===== config.mk =====
export PLATFORM = sky130hd
export DESIGN_NAME = idu
export DESIGN_NICKNAME = d
export VERILOG_FILES = /design/src/logic/idu_pkg.sv /design/src/logic/idu_inst_match.sv /design/src/logic/idu_imm_gen.sv /design/src/logic/idu_ctrl_gen.sv /design/src/logic/idu_gpr_file.sv /design/src/logic/idu.sv
export SDC_FILE = /design/constraint.sdc
export NUM_CORES = 2
export LEC_CHECK = 0
export BUFFER_PORTS_ARGS = -buffer_cell sky130_fd_sc_hd__buf_2
export CAP_MARGIN = 25
export CORE_MARGIN = 10
export CORE_UTILIZATION = 62
export CTS_CLUSTER_DIAMETER = 60
export DETAILED_ROUTE_END_ITERATION = 10
export PLACE_DENSITY = 0.79
export SLEW_MARGIN = 20
export SYNTH_ARGS = -nofsm -noshare
export SYNTH_HDL_FRONTEND = slang
export SYNTH_SLANG_ARGS = --single-unit

===== constraint.sdc =====
create_clock -name i_clk -period 7.9 [get_ports i_clk]
set_input_delay 0.79 -clock i_clk [delete_from_list [all_inputs] [get_ports i_clk]]
set_output_delay 0.79 -clock i_clk [all_outputs]
set_load 0.05 [all_outputs]

===== src/logic/idu_pkg.sv =====
// decode types, operation indices, alu, branch, memory, source and format codes
package idu_pkg;

  typedef logic [31:0] inst_t;
  typedef logic [63:0] xlen_t;
  typedef logic [4:0]  reg_addr_t;
  typedef logic [5:0]  op_t;
  typedef logic [2:0]  fmt_t;
  typedef logic [4:0]  alu_ctr_t;
  typedef logic [2:0]  branch_t;
  typedef logic [2:0]  mem_op_t;
  typedef logic [1:0]  alub_src_t;

  localparam op_t OP_NONE  = 6'd0;
  localparam op_t OP_LUI   = 6'd1;
  localparam op_t OP_AUIPC = 6'd2;
  localparam op_t OP_JAL   = 6'd3;
  localparam op_t OP_JALR  = 6'd4;
  localparam op_t OP_BEQ   = 6'd5;
  localparam op_t OP_BNE   = 6'd6;
  localparam op_t OP_BLT   = 6'd7;
  localparam op_t OP_BGE   = 6'd8;
  localparam op_t OP_BLTU  = 6'd9;
  localparam op_t OP_BGEU  = 6'd10;
  localparam op_t OP_LB    = 6'd11;
  localparam op_t OP_LH    = 6'd12;
  localparam op_t OP_LW    = 6'd13;
  localparam op_t OP_LBU   = 6'd14;
  localparam op_t OP_LHU   = 6'd15;
  localparam op_t OP_LWU   = 6'd16;
  localparam op_t OP_LD    = 6'd17;
  localparam op_t OP_SB    = 6'd18;
  localparam op_t OP_SH    = 6'd19;
  localparam op_t OP_SW    = 6'd20;
  localparam op_t OP_SD    = 6'd21;
  localparam op_t OP_ADDI  = 6'd22;
  localparam op_t OP_SLTI  = 6'd23;
  localparam op_t OP_SLTIU = 6'd24;
  localparam op_t OP_XORI  = 6'd25;
  localparam op_t OP_ORI   = 6'd26;
  localparam op_t OP_ANDI  = 6'd27;
  localparam op_t OP_SLLI  = 6'd28;
  localparam op_t OP_SRLI  = 6'd29;
  localparam op_t OP_SRAI  = 6'd30;
  localparam op_t OP_ADD   = 6'd31;
  localparam op_t OP_SUB   = 6'd32;
  localparam op_t OP_SLL   = 6'd33;
  localparam op_t OP_SLT   = 6'd34;
  localparam op_t OP_SLTU  = 6'd35;
  localparam op_t OP_XOR   = 6'd36;
  localparam op_t OP_SRL   = 6'd37;
  localparam op_t OP_SRA   = 6'd38;
  localparam op_t OP_OR    = 6'd39;
  localparam op_t OP_AND   = 6'd40;
  localparam op_t OP_ADDIW = 6'd41;
  localparam op_t OP_SLLIW = 6'd42;
  localparam op_t OP_SRLIW = 6'd43;
  localparam op_t OP_SRAIW = 6'd44;
  localparam op_t OP_ADDW  = 6'd45;
  localparam op_t OP_SUBW  = 6'd46;
  localparam op_t OP_SLLW  = 6'd47;
  localparam op_t OP_SRLW  = 6'd48;
  localparam op_t OP_SRAW  = 6'd49;

  localparam fmt_t FMT_R    = 3'd0;
  localparam fmt_t FMT_I    = 3'd1;
  localparam fmt_t FMT_S    = 3'd2;
  localparam fmt_t FMT_B    = 3'd3;
  localparam fmt_t FMT_U    = 3'd4;
  localparam fmt_t FMT_J    = 3'd5;
  localparam fmt_t FMT_NONE = 3'd7;

  localparam alu_ctr_t ALU_ADD     = 5'd0;
  localparam alu_ctr_t ALU_SUB     = 5'd1;
  localparam alu_ctr_t ALU_SLT     = 5'd2;
  localparam alu_ctr_t ALU_SLTU    = 5'd3;
  localparam alu_ctr_t ALU_XOR     = 5'd4;
  localparam alu_ctr_t ALU_AND     = 5'd5;
  localparam alu_ctr_t ALU_OR      = 5'd6;
  localparam alu_ctr_t ALU_SLL     = 5'd7;
  localparam alu_ctr_t ALU_SRL     = 5'd8;
  localparam alu_ctr_t ALU_SRA     = 5'd9;
  localparam alu_ctr_t ALU_COPYIMM = 5'd15;
  localparam alu_ctr_t ALU_INVALID = 5'd31;

  localparam branch_t BR_NONE = 3'd0;
  localparam branch_t BR_JAL  = 3'd1;
  localparam branch_t BR_JALR = 3'd2;
  localparam branch_t BR_EQ   = 3'd4;
  localparam branch_t BR_NE   = 3'd5;
  localparam branch_t BR_LT   = 3'd6; // blt and bltu
  localparam branch_t BR_GE   = 3'd7; // bge and bgeu

  localparam mem_op_t MEM_BS   = 3'd0;
  localparam mem_op_t MEM_BU   = 3'd1;
  localparam mem_op_t MEM_HS   = 3'd2;
  localparam mem_op_t MEM_HU   = 3'd3;
  localparam mem_op_t MEM_WS   = 3'd4;
  localparam mem_op_t MEM_WU   = 3'd5;
  localparam mem_op_t MEM_D    = 3'd6;
  localparam mem_op_t MEM_NONE = 3'd7;

  localparam alub_src_t SRCB_RS2  = 2'd0;
  localparam alub_src_t SRCB_IMM  = 2'd1;
  localparam alub_src_t SRCB_FOUR = 2'd2;

endpackage


===== src/logic/idu_inst_match.sv =====
// opcode and funct matching to one operation index and format
`timescale 1ns/1ps

module idu_inst_match import idu_pkg::*; (
  input  inst_t i_inst,
  output op_t   o_op,
  output fmt_t  o_fmt
);

  localparam logic [6:0] OPC_LUI    = 7'b0110111;
  localparam logic [6:0] OPC_AUIPC  = 7'b0010111;
  localparam logic [6:0] OPC_JAL    = 7'b1101111;
  localparam logic [6:0] OPC_JALR   = 7'b1100111;
  localparam logic [6:0] OPC_BRANCH = 7'b1100011;
  localparam logic [6:0] OPC_LOAD   = 7'b0000011;
  localparam logic [6:0] OPC_STORE  = 7'b0100011;
  localparam logic [6:0] OPC_OPIMM  = 7'b0010011;
  localparam logic [6:0] OPC_OP     = 7'b0110011;
  localparam logic [6:0] OPC_OPIMMW = 7'b0011011;
  localparam logic [6:0] OPC_OPW    = 7'b0111011;

  logic [6:0] opcode;
  logic [2:0] funct3;
  logic [6:0] funct7;
  logic [9:0] f7f3;

  assign opcode = i_inst[6:0];
  assign funct3 = i_inst[14:12];
  assign funct7 = i_inst[31:25];
  assign f7f3   = {funct7, funct3};

  always_comb begin
    o_op = OP_NONE;
    case (opcode)
      OPC_LUI:   o_op = OP_LUI;
      OPC_AUIPC: o_op = OP_AUIPC;
      OPC_JAL:   o_op = OP_JAL;
      OPC_JALR:  if (funct3 == 3'b000) o_op = OP_JALR;
      OPC_BRANCH: begin
        case (funct3)
          3'b000:  o_op = OP_BEQ;
          3'b001:  o_op = OP_BNE;
          3'b100:  o_op = OP_BLT;
          3'b101:  o_op = OP_BGE;
          3'b110:  o_op = OP_BLTU;
          3'b111:  o_op = OP_BGEU;
          default: o_op = OP_NONE;
        endcase
      end
      OPC_LOAD: begin
        case (funct3)
          3'b000:  o_op = OP_LB;
          3'b001:  o_op = OP_LH;
          3'b010:  o_op = OP_LW;
          3'b011:  o_op = OP_LD;
          3'b100:  o_op = OP_LBU;
          3'b101:  o_op = OP_LHU;
          3'b110:  o_op = OP_LWU;
          default: o_op = OP_NONE;
        endcase
      end
      OPC_STORE: begin
        case (funct3)
          3'b000:  o_op = OP_SB;
          3'b001:  o_op = OP_SH;
          3'b010:  o_op = OP_SW;
          3'b011:  o_op = OP_SD;
          default: o_op = OP_NONE;
        endcase
      end
      OPC_OPIMM: begin
        case (funct3)
          3'b000: o_op = OP_ADDI;
          3'b010: o_op = OP_SLTI;
          3'b011: o_op = OP_SLTIU;
          3'b100: o_op = OP_XORI;
          3'b110: o_op = OP_ORI;
          3'b111: o_op = OP_ANDI;
          3'b001: if (funct7[6:1] == 6'b000000) o_op = OP_SLLI; // shamt[5] in funct7[0]
          default: begin
            if (funct7[6:1] == 6'b000000) o_op = OP_SRLI;
            else if (funct7[6:1] == 6'b010000) o_op = OP_SRAI;
          end
        endcase
      end
      OPC_OP: begin
        case (f7f3)
          10'b0000000_000: o_op = OP_ADD;
          10'b0100000_000: o_op = OP_SUB;
          10'b0000000_001: o_op = OP_SLL;
          10'b0000000_010: o_op = OP_SLT;
          10'b0000000_011: o_op = OP_SLTU;
          10'b0000000_100: o_op = OP_XOR;
          10'b0000000_101: o_op = OP_SRL;
          10'b0100000_101: o_op = OP_SRA;
          10'b0000000_110: o_op = OP_OR;
          10'b0000000_111: o_op = OP_AND;
          default:         o_op = OP_NONE; // includes M extension
        endcase
      end
      OPC_OPIMMW: begin
        if (funct3 == 3'b000) o_op = OP_ADDIW;
        else if (f7f3 == 10'b0000000_001) o_op = OP_SLLIW;
        else if (f7f3 == 10'b0000000_101) o_op = OP_SRLIW;
        else if (f7f3 == 10'b0100000_101) o_op = OP_SRAIW;
      end
      OPC_OPW: begin
        case (f7f3)
          10'b0000000_000: o_op = OP_ADDW;
          10'b0100000_000: o_op = OP_SUBW;
          10'b0000000_001: o_op = OP_SLLW;
          10'b0000000_101: o_op = OP_SRLW;
          10'b0100000_101: o_op = OP_SRAW;
          default:         o_op = OP_NONE;
        endcase
      end
      default: o_op = OP_NONE;
    endcase
  end

  // format follows the opcode once the word has matched
  always_comb begin
    case (opcode)
      OPC_OP, OPC_OPW:                  o_fmt = FMT_R;
      OPC_JALR, OPC_LOAD, OPC_OPIMM,
      OPC_OPIMMW:                       o_fmt = FMT_I;
      OPC_STORE:                        o_fmt = FMT_S;
      OPC_BRANCH:                       o_fmt = FMT_B;
      OPC_LUI, OPC_AUIPC:               o_fmt = FMT_U;
      OPC_JAL:                          o_fmt = FMT_J;
      default:                          o_fmt = FMT_NONE;
    endcase
    if (o_op == OP_NONE) o_fmt = FMT_NONE;
  end

endmodule


===== src/logic/idu_imm_gen.sv =====
// immediate builder for the i, s, b, u and j formats
`timescale 1ns/1ps

module idu_imm_gen import idu_pkg::*; (
  input  inst_t i_inst,
  input  fmt_t  i_fmt,
  output xlen_t o_imm
);

  xlen_t imm_i;
  xlen_t imm_s;
  xlen_t imm_b;
  xlen_t imm_u;
  xlen_t imm_j;

  assign imm_i = {{52{i_inst[31]}}, i_inst[31:20]};
  assign imm_s = {{52{i_inst[31]}}, i_inst[31:25], i_inst[11:7]};
  assign imm_b = {{52{i_inst[31]}}, i_inst[7], i_inst[30:25], i_inst[11:8], 1'b0};
  assign imm_u = {{32{i_inst[31]}}, i_inst[31:12], 12'b0}; // sign from bit 31
  assign imm_j = {{44{i_inst[31]}}, i_inst[19:12], i_inst[20], i_inst[30:21], 1'b0};

  always_comb begin
    case (i_fmt)
      FMT_I:   o_imm = imm_i;
      FMT_S:   o_imm = imm_s;
      FMT_B:   o_imm = imm_b;
      FMT_U:   o_imm = imm_u;
      FMT_J:   o_imm = imm_j;
      default: o_imm = '0; // r format has no immediate
    endcase
  end

endmodule


===== src/logic/idu_ctrl_gen.sv =====
// alu, branch, memory, source select, word and write-back controls
`timescale 1ns/1ps

module idu_ctrl_gen import idu_pkg::*; (
  input  inst_t     i_inst,
  input  op_t       i_op,
  input  fmt_t      i_fmt,
  output alu_ctr_t  o_alu_ctr,
  output logic      o_alua_pc,
  output alub_src_t o_alub_src,
  output branch_t   o_branch,
  output logic      o_mem_rd,
  output logic      o_mem_wr,
  output logic      o_mem_to_reg,
  output mem_op_t   o_mem_op,
  output logic      o_word_op,
  output logic      o_reg_wr,
  output logic      o_invalid
);

  logic is_load;

  always_comb begin
    case (i_op)
      OP_LUI: o_alu_ctr = ALU_COPYIMM;
      OP_AUIPC, OP_JAL, OP_JALR, OP_ADDI, OP_ADD, OP_ADDIW, OP_ADDW,
      OP_LB, OP_LH, OP_LW, OP_LBU, OP_LHU, OP_LWU, OP_LD,
      OP_SB, OP_SH, OP_SW, OP_SD:
        o_alu_ctr = ALU_ADD;
      OP_SUB, OP_SUBW:
        o_alu_ctr = ALU_SUB;
      OP_BEQ, OP_BNE, OP_BLT, OP_BGE, OP_SLT, OP_SLTI:
        o_alu_ctr = ALU_SLT; // branches compare through slt
      OP_BLTU, OP_BGEU, OP_SLTU, OP_SLTIU:
        o_alu_ctr = ALU_SLTU;
      OP_XOR, OP_XORI: o_alu_ctr = ALU_XOR;
      OP_AND, OP_ANDI: o_alu_ctr = ALU_AND;
      OP_OR, OP_ORI:   o_alu_ctr = ALU_OR;
      OP_SLL, OP_SLLI, OP_SLLIW, OP_SLLW: o_alu_ctr = ALU_SLL;
      OP_SRL, OP_SRLI, OP_SRLIW, OP_SRLW: o_alu_ctr = ALU_SRL;
      OP_SRA, OP_SRAI, OP_SRAIW, OP_SRAW: o_alu_ctr = ALU_SRA;
      default: o_alu_ctr = ALU_INVALID;
    endcase
  end

  always_comb begin
    case (i_op)
      OP_JAL:          o_branch = BR_JAL;
      OP_JALR:         o_branch = BR_JALR;
      OP_BEQ:          o_branch = BR_EQ;
      OP_BNE:          o_branch = BR_NE;
      OP_BLT, OP_BLTU: o_branch = BR_LT;
      OP_BGE, OP_BGEU: o_branch = BR_GE;
      default:         o_branch = BR_NONE;
    endcase
  end

  // stores share the signed width codes
  always_comb begin
    case (i_op)
      OP_LB, OP_SB: o_mem_op = MEM_BS;
      OP_LBU:       o_mem_op = MEM_BU;
      OP_LH, OP_SH: o_mem_op = MEM_HS;
      OP_LHU:       o_mem_op = MEM_HU;
      OP_LW, OP_SW: o_mem_op = MEM_WS;
      OP_LWU:       o_mem_op = MEM_WU;
      OP_LD, OP_SD: o_mem_op = MEM_D;
      default:      o_mem_op = MEM_NONE;
    endcase
  end

  assign is_load      = (i_fmt == FMT_I) && (o_mem_op != MEM_NONE);
  assign o_mem_rd     = is_load;
  assign o_mem_to_reg = is_load;
  assign o_mem_wr     = (i_fmt == FMT_S);

  assign o_alua_pc = (i_op == OP_JAL) || (i_op == OP_JALR) || (i_op == OP_AUIPC);

  always_comb begin
    if ((i_op == OP_JAL) || (i_op == OP_JALR)) begin
      o_alub_src = SRCB_FOUR; // link address pc + 4
    end else if ((i_fmt == FMT_I) || (i_fmt == FMT_U) || (i_fmt == FMT_S)) begin
      o_alub_src = SRCB_IMM;
    end else begin
      o_alub_src = SRCB_RS2;
    end
  end

  always_comb begin
    case (i_op)
      OP_ADDIW, OP_SLLIW, OP_SRLIW, OP_SRAIW,
      OP_ADDW, OP_SUBW, OP_SLLW, OP_SRLW, OP_SRAW:
        o_word_op = 1'b1;
      default:
        o_word_op = 1'b0;
    endcase
  end

  assign o_reg_wr  = (i_fmt == FMT_R) || (i_fmt == FMT_I) || (i_fmt == FMT_U) ||
                     (i_fmt == FMT_J);
  assign o_invalid = (o_alu_ctr == ALU_INVALID) && (i_inst != '0); // all-zero word is a bubble

endmodule


===== src/logic/idu_gpr_file.sv =====
// general-purpose register file, two async reads and one sync write
`timescale 1ns/1ps

module idu_gpr_file #(
  parameter int ADDR_WIDTH = 5,
  parameter int DATA_WIDTH = 64
) (
  input  logic                  i_clk,
  input  logic                  i_rst,
  input  logic [ADDR_WIDTH-1:0] i_raddr1,
  input  logic [ADDR_WIDTH-1:0] i_raddr2,
  input  logic [ADDR_WIDTH-1:0] i_waddr,
  input  logic [DATA_WIDTH-1:0] i_wdata,
  input  logic                  i_wen,
  output logic [DATA_WIDTH-1:0] o_rdata1,
  output logic [DATA_WIDTH-1:0] o_rdata2
);

  localparam int NUM_REGS = 2 ** ADDR_WIDTH;

  logic [DATA_WIDTH-1:0] regs [NUM_REGS];

  always_ff @(posedge i_clk) begin
    if (i_rst) begin
      for (int i = 0; i < NUM_REGS; i++) begin
        regs[i] <= '0;
      end
    end else if (i_wen && (i_waddr != '0)) begin
      regs[i_waddr] <= i_wdata;
    end
  end

  assign o_rdata1 = (i_raddr1 == '0) ? '0 : regs[i_raddr1]; // x0 hardwired
  assign o_rdata2 = (i_raddr2 == '0) ? '0 : regs[i_raddr2];

endmodule


===== src/logic/idu.sv =====
// decode stage top level, field slicing and unit wiring
`timescale 1ns/1ps

module idu import idu_pkg::*; #(
  parameter int ADDR_WIDTH = 5,
  parameter int DATA_WIDTH = 64
) (
  input  logic      i_clk,
  input  logic      i_rst,
  input  inst_t     i_inst,
  input  xlen_t     i_wb_data,
  output xlen_t     o_rs1_data,
  output xlen_t     o_rs2_data,
  output xlen_t     o_imm,
  output alu_ctr_t  o_alu_ctr,
  output logic      o_alua_pc,
  output alub_src_t o_alub_src,
  output branch_t   o_branch,
  output logic      o_mem_rd,
  output logic      o_mem_wr,
  output logic      o_mem_to_reg,
  output mem_op_t   o_mem_op,
  output logic      o_word_op,
  output logic      o_invalid
);

  reg_addr_t rs1;
  reg_addr_t rs2;
  reg_addr_t rd;
  op_t       op;
  fmt_t      fmt;
  logic      reg_wr;

  assign rs1 = i_inst[19:15];
  assign rs2 = i_inst[24:20];
  assign rd  = i_inst[11:7];

  idu_inst_match u_match (
    .i_inst (i_inst),
    .o_op   (op),
    .o_fmt  (fmt)
  );

  idu_imm_gen u_imm (
    .i_inst (i_inst),
    .i_fmt  (fmt),
    .o_imm  (o_imm)
  );

  idu_ctrl_gen u_ctrl (
    .i_inst       (i_inst),
    .i_op         (op),
    .i_fmt        (fmt),
    .o_alu_ctr    (o_alu_ctr),
    .o_alua_pc    (o_alua_pc),
    .o_alub_src   (o_alub_src),
    .o_branch     (o_branch),
    .o_mem_rd     (o_mem_rd),
    .o_mem_wr     (o_mem_wr),
    .o_mem_to_reg (o_mem_to_reg),
    .o_mem_op     (o_mem_op),
    .o_word_op    (o_word_op),
    .o_reg_wr     (reg_wr),
    .o_invalid    (o_invalid)
  );

  idu_gpr_file #(
    .ADDR_WIDTH (ADDR_WIDTH),
    .DATA_WIDTH (DATA_WIDTH)
  ) u_gprs (
    .i_clk    (i_clk),
    .i_rst    (i_rst),
    .i_raddr1 (rs1),
    .i_raddr2 (rs2),
    .i_waddr  (rd),
    .i_wdata  (i_wb_data),
    .i_wen    (reg_wr), // write-back of the decoded instruction
    .o_rdata1 (o_rs1_data),
    .o_rdata2 (o_rs2_data)
  );

endmodule


---- Yosys cells after proc, flatten, opt, wreduce, memory -nomap -nowiden ----
Memories as Yosys holds them, arrays and structs flattened.
Index checks and enable logic that the tools add are counted.
W data, S select, Z words.
cells by class
  equality and inequality tests ........... 47
  multiplexer cells ....................... 33
  reductions and logical operators ........ 25
operators with widths
  operator               number
  $pmux W64 S5           1
  $mux W64               3
  $pmux W6 S11           1
  $reduce_or A64 Y1      1
  $pmux W6 S10           1
  $eq A6 B6 Y1 const B   9
  $pmux W6 S7            1
  $eq A10 B3 Y1 const B  4
  $pmux W5 S7            1
  $reduce_bool A32 Y1    1
  $mux W6                5
  $pmux W6 S5            1
  $eq A7 B6 Y1 const B   4
  $pmux W4 S6            1
  $eq A7 B5 Y1 const B   3
  $eq A7 B7 Y1 const B   3
  $eq A10 B2 Y1 const B  2
  $eq A10 B9 Y1 const B  2
  $pmux W5 S4            1
  $eq A3 B3 Y1 const B   6
  $pmux W3 S6            1
  $mux W5                3
  $eq A3 B2 Y1 const B   4
  $eq A6 B2 Y1 const B   2
  other kinds (21)       44
word-level totals
  bits in registers ....................... 0
  memory bits (writable) .................. 2048
  memory bits (read-only) ................. 464
  bits of input ports ..................... 98
  output and inout bits ................... 211
  memories kept ........................... 4
memory list
  name             words  width  read ports  clocked after Yosys merged registers in  write ports  RTL line            text
  u_gprs.regs      32     64     2           0                                        32           idu_gpr_file.sv:21  logic [DATA_WIDTH-1:0] regs [NUM_REGS];
  (no name shown)  64     5      1           0                                        0            idu_ctrl_gen.sv:24  case (i_op)
  (no name shown)  32     3      1           0                                        0            idu_ctrl_gen.sv:60  case (i_op)
  (no name shown)  16     3      1           0                                        0            idu_ctrl_gen.sv:47  case (i_op)

---- Depth between registers and ports, before layout ----
  word-level depth ........................ 18
  depth in mapped cells ................... 17

---- Hierarchy ----
From an unflattened synthesis, not the netlist that was laid out.
second synthesis, totals
  cells, all modules ...................... 7452
  area, all modules ....................... 110852.6 um^2
by module, submodules not included
  module          times used  cells each  area each (um^2)
  idu_gpr_file    1           7055        108253.8
  idu_inst_match  1           175         1069.8
  idu_ctrl_gen    1           124         898.4
  idu_imm_gen     1           98          630.6

---- Worst setup path before layout ----
OpenSTA, ideal clock, no wires.
  kind .................................... input -> output
  from .................................... in i_inst[27]
  to ...................................... out o_imm[32]
  arrival time ............................ 6.912 ns
  setup slack ............................. 0.198 ns
  stages .................................. 14
  buffers on the path ..................... 4
  cells stage by stage .................... or4_1 -> buf_4 -> nor4_4 -> a32oi_1 -> o211ai_1 -> or3_1 -> clkbuf_1 -> inv_1 -> ha_1 -> nand4_1 -> clkbuf_1 -> inv_2 -> nor3b_1 -> buf_4
between the ends
  cells in the longest elaborated chain, start to end .. 10
ends and longest elaborated chain
  item                                  RTL line                                                            text
  start: declaration                    idu.sv:10                                                           input inst_t i_inst,
  $eq A10 B9 Y1                         idu_inst_match.sv:87, idu_inst_match.sv:105, idu_inst_match.sv:108
  $mux W6                               idu_inst_match.sv:105                                               else if (f7f3 == 10'b0100000_101) o_op = OP_SRAIW;
  $mux W6                               idu_inst_match.sv:104                                               else if (f7f3 == 10'b0000000_101) o_op = OP_SRLIW;
  $mux W6                               idu_inst_match.sv:103                                               else if (f7f3 == 10'b0000000_001) o_op = OP_SLLIW;
  $mux W6                               idu_inst_match.sv:102                                               if (funct3 == 3'b000) o_op = OP_ADDIW;
  $pmux W6 S11 *                        idu_inst_match.sv:34                                                case (opcode)
  $logic_not A6 Y1 *                    idu_inst_match.sv:133                                               if (o_op == OP_NONE) o_fmt = FMT_NONE;
  $mux W3 *                             idu_inst_match.sv:133
  $eq A3 B3 Y1 (tied with other cells)  idu_imm_gen.sv:23                                                   case (i_fmt)
  $pmux W64 S5 *                        idu_imm_gen.sv:23
  end: declaration                      idu.sv:14                                                           output xlen_t o_imm,
Every way passes the cells marked *; elsewhere a longest branch is shown, timed or not.

---- Worst setup path after layout ----
  from .................................... in i_inst[27]
  to ...................................... out o_imm[26]
Same word-level chain as after synthesis.

==> run_results.csv <==
group,metric,value,unit
status,status,"finished clean",
clock_network,clk_path_buf_depth,3,
power,p_leak,41.6,nW
layout,largest_register_ff_count,2048,
worst_setup_path,crit_top_cell,"buf_2",
place,portBuffers,308,
clock_network,cts.htree.levels,4,
grt,grt_pass1_vias,70100,
worst_setup_path,cpMaxStageDelayCell,"or4_1",
floorplanning,ios,309,
logic_synthesis,yosys_most_used_dff,"edfxtp_1",
timing,rsz0062_at_grt,"false",
route,wirelength,354,mm
timing,hold_viol,0,
timing,slew_violations,0,
clock_network,cts-resized-gates,0,
floorplanning,core-area,177000,sq um
floorplanning,die_w,442,um
grt,grt_antenna_before_repair,32,
layout,utilization,68.4,%
floorplanning,rows,154,
logic_synthesis,async_flop_share,0,%
timing,max-slew-margin-rel,18.8,%
timing,period_share,76.4,%
power,p_per_area,216,nW/um^2
clock_network,path_clk_slew,0.06,ns
timing,fin_crit,6.04,ns
clock_network,ctsHoldBuffers,0,
worst_setup_path,cp_cell_sequence,"buf_2 -> or4_1 -> nor4_4 -> a32oi_1 -> o211ai_1 -> or3_1 -> inv_1 -> ha_1 -> nand4_1 -> nand3_1 -> nor3_2 -> a21o_1 -> buf_2",
grt,grt_usage,35.9,%
place,gp_congestion,0.870,
timing,max_freq,166,MHz
floorplanning,die_y,442,um
clock_network,tritoncts,"done",
worst_setup_path,critPathMaxStageDelay,0.79,ns
logic_synthesis,ys_types,71,
route,wl_per_cell,37.8,um
clock_network,clockRootBuffer,"clkbuf_16",
logic_synthesis,netlist_area,110000,sq um
route,viasPerCell,7.40,
layout,largest_registers,"u_gprs.regs x2048",
grt,grt_pass1_wl,504,mm
route,firstDrtPassIters,8,
timing,setup_violations,0,
min_path,whs_path_depth,2,
logic_synthesis,synthCells,6881,
clock_network,clock_sinks,2048,
layout,syn_to_final_growth,9.32,%
route,antenna_left,0,
worst_setup_path,cp-startpoint,"i_inst[27]",
worst_setup_path,required,7.11,ns
route,initialDrtViolationCount,12400,
worst_setup_path,worst_setup_path_end_kind,"output pin",
floorplanning,dieArea,195000,sq um
min_path,hold_class,"input pin to flop",
worst_setup_path,crit_fanout,11,
route,vias,69300,
logic_synthesis,ys_ff_latch,2048,
timing,tightest_slew,1.21,ns
logic_synthesis,avgSynthCellArea,16.1,sq um
logic_synthesis,synth_edf_count,2048,
clock_network,postCtsSetupRepairBufs,0,
layout,top_register,"u_gprs.regs",
logic_synthesis,ys_seq_area_share,55.7,%
worst_setup_path,start_kind,"input pin",
floorplanning,start_util,62.5,%
worst_setup_path,cp_data_arrival_time,5.25,ns
power,ir_drop,0.000245,V
job,max_cap_viol_count,0,
layout,drive_above_1_share,30.5,%
place,hpwl,193,mm
grt,grt_max_degree,135,
clock_network,numCtsBuffers,211,
layout,num-nets-final,6932,
worst_setup_path,critPathKind,"input pin to output pin",
min_path,min_from,"i_wb_data[30]",
grt,grt-ovfl-total,0,
timing,fin_tns_setup,0,ns
logic_synthesis,ys_warn_count,0,
route,drcViolationCount,0,
## stage by stage
step           instance area (sq um)  setup WS [ns]  total power, mW  hold WS, ns  instances
6_report                      121000           1.86             26.1        0.523       9368
4_1_cts                       121000           1.69             26.1        0.486       9332
3_5_place_dp                  114000           1.30             16.3         1.39       8946
5_1_grt                       121000           1.54             26.7        0.533       9353
2_1_floorplan                 111000          0.198             15.2        0.988       6944
3_3_place_gp                  114000           1.40             16.2         1.39       8943
## critical path, delay by kind of cell
| family | cells | cell delay [ns] |
|---|---|---|
| adders and majority gates | 1 | 0.32 |
| buffers and inverters | 3 | 0.56 |
| and+or+nand+nor | 6 | 3.00 |
| AOI/OAI and AO/OA | 3 | 0.55 |
## final cells by class
class | count | area [sq um]
fillers | 11300 | 55900
repair buffers | 471 | 3600
well taps | 2340 | 2930
multi-input cells | 4011 | 45600
diodes | 29 | 72.6
inverters | 83 | 322
flip-flops and latches | 2048 | 61500
clock buffers | 255 | 5570
clock inverters | 131 | 1180
## path summary, 6_finish.rpt
kind | to | slack, ns
min | u_gprs.regs[10][30] | 0.52
max | o_imm[26] | 1.86
## synth_stat cells (36+ instances only)
library cell | count | area [sq um]
or2_2 | 36 | 225
and2_1 | 1985 | 12400
clkbuf_2 | 103 | 515
buf_6 | 37 | 417
nor2_1 | 40 | 150
clkbuf_1 | 506 | 1900
o21ai_0 | 87 | 435
nand2_1 | 220 | 826
inv_1 | 80 | 300
a21oi_1 | 82 | 410
mux4_2 | 1280 | 28800
buf_1 | 106 | 398
edfxtp_1 | 2048 | 61500
buf_4 | 46 | 345
## power by group
group	internal (mW)	switching [mW]	total, mW
sequential	12.5	0.304	12.8
combinational	1.38	2.02	3.40
clock	5.60	4.34	9.94
total	19.5	6.66	26.1
## metal layers
metal	up-vias	global-route usage, %	share of wire (%)
met5	-	0.317	0.041
met4	10	21.1	6.6
met3	1281	9.81	14
met2	6449	55.8	47
met1	35200	45.7	32
li1	26400	-	-
## cells by family after synthesis
| group | count (synthesis) | share of synthesized area [%] |
|---|---|---|
| compound gates | 252 | 1.36 |
| xor+xnor | 5 | 0.0396 |
| fa+ha+maj | 8 | 0.0906 |
| simple gates | 2400 | 13.2 |
| flops | 2048 | 55.7 |
| buf+inv | 885 | 3.54 |
| other cells | 1 | 0.00339 |
| mux | 1282 | 26.1 |
## cells in the final DEF, fill, tap and decap left out, types with 10 or more instances in the layout
cell and count:
clkinv_2 40, o21ai_0 85, or2_4 32, clkbuf_1 38, clkinv_1 47, conb_1 64, a21oi_1 82, a21o_1 17
nand3_1 12, buf_2 298, nor4_4 21, clkbuf_16 217, diode_2 29, and3_1 12, inv_6 10, mux4_2 1280
nor3_1 11, buf_12 47, edfxtp_1 2048, nand2_1 220, buf_4 109, bufinv_16 18, nor2_1 39, and2_1 1985
inv_1 79
No activity file was read; power rests on OpenSTA's default activity.
